==> src/logic/ifetch_macros.svh <==
`ifndef IFETCH_MACROS_SVH
`define IFETCH_MACROS_SVH

// line geometry: two 32-bit words per line
`define IFETCH_OFFSET_BITS 3
`define IFETCH_INDEX_BITS 4

// pc bits above index and offset
`define IFETCH_TAG_BITS (32 - `IFETCH_OFFSET_BITS - `IFETCH_INDEX_BITS)

`define IFETCH_LINES (1 << `IFETCH_INDEX_BITS)

// first fetch address after reset
`define IFETCH_RESET_PC 32'h3000_0000

// pc[31:24] of the region that never goes through the cache
`define IFETCH_UNCACHED_TOP 8'h0f

`endif

==> src/logic/ifetch_pkg.sv <==
`include "ifetch_macros.svh"

package ifetch_pkg;

  // upper pc bits kept per line
  typedef logic [`IFETCH_TAG_BITS-1:0] tag_t;

  // line select, pc bits just above the byte offset
  typedef logic [`IFETCH_INDEX_BITS-1:0] index_t;

  // one instruction, also one read beat
  typedef logic [31:0] word_t;

  // two words per line
  // element 0 (bits 31:0) is the lower address word
  typedef word_t [1:0] line_t;

endpackage

==> src/logic/icache_array.sv <==
`timescale 1ns/1ps
`include "ifetch_macros.svh"

module icache_array (
  input  logic                 clock,
  input  logic                 reset,
  input  ifetch_pkg::word_t    pc,
  input  logic                 flush,
  input  logic                 fill,
  input  ifetch_pkg::line_t    fill_line,
  output logic                 hit,
  output ifetch_pkg::line_t    hit_line
);

  ifetch_pkg::index_t index;
  ifetch_pkg::tag_t   pc_tag;

  ifetch_pkg::tag_t   tags [`IFETCH_LINES];
  ifetch_pkg::line_t  data [`IFETCH_LINES];
  logic [`IFETCH_LINES-1:0] valid;

  assign index  = pc[`IFETCH_OFFSET_BITS +: `IFETCH_INDEX_BITS];
  assign pc_tag = pc[31 -: `IFETCH_TAG_BITS];

  // lookup is purely combinational on the current pc
  assign hit      = valid[index] && (tags[index] == pc_tag);
  assign hit_line = data[index];

  always_ff @(posedge clock) begin
    if (reset) begin
      valid <= '0;
    end else if (flush) begin
      valid <= '0; // drop every line at once
    end else if (fill) begin
      valid[index] <= 1'b1;
    end
  end

  // tag and data storage, written only on a refill
  always_ff @(posedge clock) begin
    if (fill) begin
      tags[index] <= pc_tag;
      data[index] <= fill_line;
    end
  end

endmodule

==> src/logic/fetch_word_path.sv <==
`timescale 1ns/1ps
`include "ifetch_macros.svh"

module fetch_word_path (
  input  logic                 clock,
  input  ifetch_pkg::word_t    pc,
  input  ifetch_pkg::line_t    hit_line,
  input  ifetch_pkg::word_t    rdata,
  input  logic                 take_hit,
  input  logic                 take_beat,
  input  logic                 take_last,
  output ifetch_pkg::word_t    inst,
  output ifetch_pkg::line_t    refill_line
);

  logic word_sel;

  // pc bit 2 picks the upper or lower word of a line
  assign word_sel = pc[`IFETCH_OFFSET_BITS-1];

  // beat 0 sits in inst while beat 1 is on rdata
  assign refill_line = {rdata, inst};

  always_ff @(posedge clock) begin
    if (take_hit) begin
      inst <= hit_line[word_sel];
    end else if (take_beat) begin
      inst <= rdata; // inst doubles as holding register for the lower word
    end else if (take_last && word_sel) begin
      inst <= rdata; // upper word wanted, otherwise the saved beat is already right
    end
  end

endmodule

==> src/logic/fetch_control.sv <==
`timescale 1ns/1ps
`include "ifetch_macros.svh"

module fetch_control (
  input  logic                 clock,
  input  logic                 reset,
  input  logic                 write_back,
  input  ifetch_pkg::word_t    npc,
  input  logic                 clear_cache,
  input  logic                 iready,
  input  logic                 arready,
  input  logic                 rvalid,
  input  logic                 rlast,
  input  logic                 hit,
  output ifetch_pkg::word_t    pc,
  output logic                 ivalid,
  output ifetch_pkg::word_t    araddr,
  output logic                 arvalid,
  output logic                 rready,
  output logic                 flush,
  output logic                 fill,
  output logic                 take_hit,
  output logic                 take_beat,
  output logic                 take_last
);

  typedef enum logic [1:0] {
    state_lookup,
    state_refill,
    state_deliver
  } state_t;

  state_t state;

  logic uncached;
  logic cached_hit;
  logic beat_ok;
  logic accept;
  logic wb_take;

  assign uncached   = (pc[31:24] == `IFETCH_UNCACHED_TOP);
  assign cached_hit = hit && !uncached;

  assign beat_ok = rready && rvalid;
  assign accept  = ivalid && iready;

  // write_back only counts when the output is not being taken this cycle
  assign wb_take = (state == state_deliver) && !accept && write_back;

  // line aligned request address
  assign araddr = {pc[31:`IFETCH_OFFSET_BITS], 1'b0, pc[`IFETCH_OFFSET_BITS-2:0]};

  always_comb begin
    take_hit  = (state == state_lookup) && cached_hit;
    take_beat = (state == state_refill) && beat_ok && !rlast;
    take_last = (state == state_refill) && beat_ok && rlast;
    fill      = take_last && !uncached; // uncached words never land in the array
    flush     = wb_take && clear_cache;
  end

  always_ff @(posedge clock) begin
    if (reset) begin
      pc      <= `IFETCH_RESET_PC;
      state   <= state_lookup;
      ivalid  <= 1'b0;
      arvalid <= 1'b0;
      rready  <= 1'b0;
    end else begin
      case (state)
        state_lookup: begin
          if (cached_hit) begin
            ivalid <= 1'b1;
            state  <= state_deliver;
          end else begin
            arvalid <= 1'b1; // miss or uncached
            state   <= state_refill;
          end
        end

        state_refill: begin
          if (arvalid && arready) begin
            arvalid <= 1'b0;
            rready  <= 1'b1;
          end else if (beat_ok && rlast) begin
            rready <= 1'b0;
            ivalid <= 1'b1;
            state  <= state_deliver;
          end
        end

        state_deliver: begin
          if (accept) begin
            ivalid <= 1'b0;
          end else if (wb_take) begin
            pc    <= npc;
            state <= state_lookup;
          end
        end

        default: begin
          state <= state_lookup;
        end
      endcase
    end
  end

endmodule

==> src/logic/ifetch_top.sv <==
`timescale 1ns/1ps

module ifetch_top (
  input  logic                 clock,
  input  logic                 reset,

  // fetch consumer side
  input  logic                 write_back,
  input  ifetch_pkg::word_t    npc,
  input  logic                 clear_cache,
  input  logic                 iready,
  output ifetch_pkg::word_t    pc,
  output ifetch_pkg::word_t    inst,
  output logic                 ivalid,

  // memory read side
  input  logic                 arready,
  input  ifetch_pkg::word_t    rdata,
  input  logic                 rvalid,
  input  logic                 rlast,
  output ifetch_pkg::word_t    araddr,
  output logic                 arvalid,
  output logic                 rready
);

  logic              hit;
  logic              flush;
  logic              fill;
  logic              take_hit;
  logic              take_beat;
  logic              take_last;
  ifetch_pkg::line_t hit_line;
  ifetch_pkg::line_t refill_line;

  fetch_control u_fetch_control (
    .clock       (clock),
    .reset       (reset),
    .write_back  (write_back),
    .npc         (npc),
    .clear_cache (clear_cache),
    .iready      (iready),
    .arready     (arready),
    .rvalid      (rvalid),
    .rlast       (rlast),
    .hit         (hit),
    .pc          (pc),
    .ivalid      (ivalid),
    .araddr      (araddr),
    .arvalid     (arvalid),
    .rready      (rready),
    .flush       (flush),
    .fill        (fill),
    .take_hit    (take_hit),
    .take_beat   (take_beat),
    .take_last   (take_last)
  );

  icache_array u_icache_array (
    .clock     (clock),
    .reset     (reset),
    .pc        (pc),
    .flush     (flush),
    .fill      (fill),
    .fill_line (refill_line),
    .hit       (hit),
    .hit_line  (hit_line)
  );

  fetch_word_path u_fetch_word_path (
    .clock       (clock),
    .pc          (pc),
    .hit_line    (hit_line),
    .rdata       (rdata),
    .take_hit    (take_hit),
    .take_beat   (take_beat),
    .take_last   (take_last),
    .inst        (inst),
    .refill_line (refill_line)
  );

endmodule

==> config.mk <==
export PLATFORM = sky130hd
export DESIGN_NAME = ifetch_top
export DESIGN_NICKNAME = d
export VERILOG_FILES = /design/src/logic/ifetch_pkg.sv /design/src/logic/icache_array.sv /design/src/logic/fetch_word_path.sv /design/src/logic/fetch_control.sv /design/src/logic/ifetch_top.sv
export VERILOG_INCLUDE_DIRS = /design/src /design/src/logic
export SDC_FILE = /design/constraint.sdc
export NUM_CORES = 2
export LEC_CHECK = 0
export BUFFER_PORTS_ARGS = -buffer_cell sky130_fd_sc_hd__buf_2
export CAP_MARGIN = 5
export CORE_MARGIN = 2
export CORE_UTILIZATION = 37
export CTS_BUF_LIST = sky130_fd_sc_hd__clkbuf_4 sky130_fd_sc_hd__clkbuf_8
export DETAILED_ROUTE_END_ITERATION = 16
export PLACE_DENSITY = 0.52
export SYNTH_ARGS = -nofsm -noshare
export SYNTH_HDL_FRONTEND = slang
export SYNTH_SLANG_ARGS = --single-unit
==> constraint.sdc <==
create_clock -name clock -period 18.7 [get_ports clock]
set_input_delay 0.935 -clock clock [delete_from_list [all_inputs] [get_ports clock]]
set_output_delay 0.935 -clock clock [all_outputs]
set_load 0.1 [all_outputs]
Yosys cells after proc, flatten, opt, wreduce, memory -nomap -nowiden:

Memories as Yosys holds them, arrays and structs flattened. A register that Yosys moved wholly into a read port is not among the register bits.
Index checks and enable logic that the tools add are counted.

* register bits: 85
* bits in writable memories: 1424
* input bits: 72
* output and inout port bits: 99
* word-level logic and storage cells: 87
* memories: 2

Memories
* u_icache_array.data: depth 16, bits a word 64, read ports 1, clocked after memory_dff 1, wr ports 1, line icache_array.sv:19 `` ifetch_pkg::line_t data [`IFETCH_LINES]; ``
* u_icache_array.tags: depth 16, bits a word 25, read ports 1, clocked after memory_dff 1, wr ports 1, line icache_array.sv:18 `` ifetch_pkg::tag_t tags [`IFETCH_LINES]; ``

* order comparisons: 3
* equality and inequality tests: 12
* multiplexer cells: 31
* bitwise logic cells: 2
* reduce and logical (&&, ||, !) cells: 30

Operators by type and width (number)
* $mux 32: 5
* $eq 25x25->1: 1
* $logic_and 1x1->1: 16
* $mux 4: 4
* $or 16x16->16: 1
* $mux 1: 12
* $mux 2: 5
* $ne 2x2->1 const B: 5
* $eq 8x4->1 const B: 1
* $ne 2x1->1 const B: 3
* $pmux 2 s3: 1
* $reduce_and 3->1: 2
* $reduce_bool 3->1: 2
* $lt 4x5->1 const B: 1
* $reduce_and 5->1: 1
* $bmux 1 s4: 1
* $demux 1 s4: 1
* $ge 4x1->1 const B: 1
* $reduce_and 4->1: 1
* $reduce_bool 2->1: 2
* $logic_not 1->1: 3
* $pmux 1 s3: 1
* $eq 2x1->1 const B: 1
* $eq 2x2->1 const B: 1
* other kinds (6): 6

Longest topological paths before layout:

* depth after elaboration: 7
* mapped depth: 13
* gate-level depth less buffers: 8

Cells and area by module:

Synthesis repeated with hierarchy kept, for this count alone.

* cell total of the unflattened synthesis: 2604
* area total of the unflattened synthesis: 58618.7 um2

Modules (own cells, without submodules)
* icache_array: times used 1, cells each 2181, area each 54672.4 um2, sequential area each 43081.3 um2
* fetch_word_path: times used 1, cells each 204, area each 2155.8 um2, sequential area each 960.9 um2
* fetch_control: times used 1, cells each 219, area each 1790.5 um2, sequential area each 740.7 um2

Worst setup path after synthesis:

OpenSTA, ideal clock, no wires.

* path kind: register to register
* from: register u_fetch_control.pc[28]
* to: memory u_icache_array.data[2][0] (netlist name) (enable)
* setup time: 0.648 ns
* arrival: 7.982 ns
* required time: 18.052 ns
* path slack: 10.070 ns
* stages on the path, launching flop included: 6
* path buffers: 0
* period minus slack after synthesis: 8.630 ns
* path through: dfxtp_1 > or4_1 > nor2_1 > nor3_1 > nand2_1 > nor3_1

* word-level cells in the longest chain between the ends: 5

Ends and longest elaborated chain
* start: declaration: line fetch_control.sv:15 `output ifetch_pkg::word_t pc,`
* start signal: assignment: line fetch_control.sv:63 `` pc <= `IFETCH_RESET_PC; ``
* start signal: assignment: line fetch_control.sv:95 `pc <= npc;`
* $eq 8x4->1 (no line)
* $logic_not 1->1: line fetch_control.sv:57 `fill = take_last && !uncached;`
* $logic_and 1x1->1: line fetch_control.sv:57
* $mux 1: line icache_array.sv:41 `if (fill) begin`
* $mux 1 (implied by the code): line icache_array.sv:43 `data[index] <= fill_line;`
* end: declaration: line icache_array.sv:19

No other way between the ends.

==> impl_metrics.py <==
metrics = {
    "setup_path": {
        "cpPeakStageDelay_ps": 880,
        "crit_top_cell": "buf_4",
        "critical_path_class": "flop to flop",
        "cp-start-kind": "flop",
        "arrival_ps": 6720,
        "crit_chain": "buf_4 > buf_4 > mux4_2 > nand2b_1 > a2bb2oi_1 > xor2_1 > o2111ai_1 > or4_1 > nor4_4 > buf_4 > mux2_2",
        "end_kind": "flop",
        "crit_fanout": 61,
        "path_delay_family": "buffers and inverters",
        "crit_path_top_delay_cell": "buf_4",
        "critPathRequiredTime_ps": 19350,
        "cp_num_buf_inv": 3,
    },
    "yosys": {
        "synth_top_family_by_area": "multiplexers",
        "synth_ff_type": "edfxtp_1",
        "synth_top_area_cell": "edfxtp_1",
        "netlist_instances": 2512,
        "synthAdderAreaFrac": 0,
        "synth_seq_cells": 1513,
        "yosysWarnings": 0,
        "synth_nets": 2584,
        "synth.area.mux_share": 0.184,
        "synth-compound-area-share": 0.0124,
        "synthTopCellsByArea": "edfxtp_1, mux4_2, dfxtp_1, mux2i_1, mux2_2",
        "synth_top_area_frac": 0.750,
        "synth_edf_count": 1456,
        "syn_area_per_cell_sq_um": 23.2,
        "synth-xor-area-share": 0.00375,
        "ys_types": 65,
        "yosysSeqAreaShare": 0.769,
        "synth-simple-area-share": 0.0147,
        "synth-async-reset-ratio": 0,
        "synthesis.area_sq_um": 58300,
    },
    "placed_design": {
        "portBuffers": 169,
        "dp_hpwl_microns": 70200,
        "post-place-ws_ps": 12540,
        "gp_congestion": 0.722,
    },
    "die": {
        "dieArea_sq_um": 161000,
        "core_sq_um": 156000,
        "die_w_microns": 401,
        "fp.dieH_microns": 401,
        "num_rows": 145,
        "start_util": 0.373,
        "num_io_pins": 171,
    },
    "timing": {
        "finalSetupViolations": 0,
        "fin_crit_ps": 6070,
        "rsz0062_at_grt": "no",
        "hold_violations": 0,
        "fin_ws_ps": 12630,
        "maxSlewViolCount": 0,
        "finalClockSkew_ps": 91.8,
        "fin_crit_sh": 0.325,
        "relSlewSlack": 0.193,
        "timing.fmax_mhz": 165,
        "tightest_slew_ps": 1210,
        "whs_ps": 217,
        "setup_tns_ps": 0,
    },
    "cts": {
        "tritoncts": "yes",
        "holdBufCountCts": 0,
        "clk_pin_slew_worst_paths_ps": 60,
        "post-cts-setup-buffer-count": 0,
        "ctsLongestPathBuffers": 4,
        "clock_latency_ps": 950,
        "cts.root.buffer_cell": "clkbuf_8",
        "htree_num_levels": 5,
        "cts_resized": 0,
        "cts_made_buffers": 274,
        "cts.sink_count": 1513,
    },
    "global_routing": {
        "grt_pass1_wl_microns": 208000,
        "grt_usage": 0.179,
        "first_global_vias": 29700,
        "grt-ovfl-total": 0,
        "antenna_found_initial": 13,
        "grt_max_degree": 119,
    },
    "final_layout": {
        "final_common_cell": "edfxtp_1",
        "final_cell_mix": "edfxtp_1, mux4_2, clkbuf_8",
        "fin_nets": 2941,
        "multi_input_area_sq_um": 12700,
        "syn_to_final_growth_pct": 14.1,
        "final_core_util": 0.425,
        "drive_gt1_frac": 0.373,
        "n_fill_cell": 13500,
        "ff_latch_area_sq_um": 44900,
    },
    "run_status": {
        "status": "finished clean",
    },
    "routing": {
        "routedWlPerCell_microns": 28.3,
        "routed_wirelength_microns": 144000,
        "dr.pass1.iters": 5,
        "num_vias": 27500,
        "ant_nets": 0,
        "route.detailed.drc": 0,
        "drtIter0Drc": 2557,
        "avgViaCountPerCell": 5.40,
    },
    "job": {
        "cap_violations": 0,
    },
    "worst_hold_path": {
        "hold_path_class": "input port to flop",
    },
    "power": {
        "power.leakage_nw": 21.6,
        "ir_drop_uv": 66.2,
        "power_mw": 6.62,
        "powerDensity_nw_per_um2": 99.6,
    },
}
==> power by group <==
part	switching, mW	internal, mW
Combinational	0.0337	0.0146
Sequential	0.00304	3.68
Clock	1.28	1.61
Total	1.32	5.30
==> layer usage <==
metal	track usage	up-vias	wire (microns)
li1	-	11400	-
met1	0.245	15100	63000
met2	0.290	831	70300
met3	0.0364	267	7460
met4	0.0536	10	3310
met5	0	-	69
==> sequential cells by signal (all words and copies together) (netlist names), named ones only <==
register / count
u_fetch_control.arvalid: 1
u_fetch_control.ivalid: 1
u_fetch_control.pc: 32
u_fetch_control.rready: 1
u_fetch_control.state: 2
u_fetch_word_path.inst: 32
u_icache_array.data: 1024
u_icache_array.tags: 400
u_icache_array.valid: 16
==> synthesized netlist by cell type (all sizes together) (5+ instances only) <==
cell type and number:
nand2 77, and3 6, nor2 23, nand3 7
nor2b 8, o21a 17, dfxtp 57, o21ai 5
mux4 412, mux2i 49, nand2b 11, a21oi 35
nor3 10, nor4 7, buf 98, edfxtp 1456
xnor2 21, a22oi 12, a211oi 5, mux2 71
nand4 6, clkbuf 58
==> area by class of cell <==
type / instances / area share
flip-flops and latches: 1513 / 0.675
multi-input cells: 835 / 0.190
clock buffers: 374 / 0.0694
well taps: 2058 / 0.0387
repair buffers: 239 / 0.0212
clock inverters: 69 / 0.00525
inverters: 6 / 0.000414
diodes: 4 / 0.000150
==> worst min-delay path, stage by stage <==
cell and delay (ps):
buf_2 80, nand2_1 40, nand3_1 60
==> final timing paths <==
check | start | end | slack, ps | cells after the start
hold / removal | npc[28] | u_fetch_control.pc[28] | 220 | 3
setup / recovery | flop | u_fetch_word_path.inst[1] | 12630 | 11
hold reg to reg | u_icache_array.valid[2] | u_icache_array.valid[2] | 460 | 1
setup reg to reg | flop | u_fetch_word_path.inst[1] | 12630 | 11
==> stage by stage <==
step                cells  cell area [sq um]
floorplan            2512              58300
global placement     4650              61500
detailed placement   4650              61500
CTS                  5093              66500
global route         5098              66500
finish               5098              66500
==> cells by family (layout without fill, tap and decap cells) <==
logic type	count (synthesis)	count (layout)
other	1	5
multiplexers	532	532
buffers and inverters	164	688
flip-flops	1513	1513
XOR/XNOR	25	25
AO/OA/AOI/OAI	105	105
AND/OR/NAND/NOR	172	172
Power figures use the tool's default switching activity.
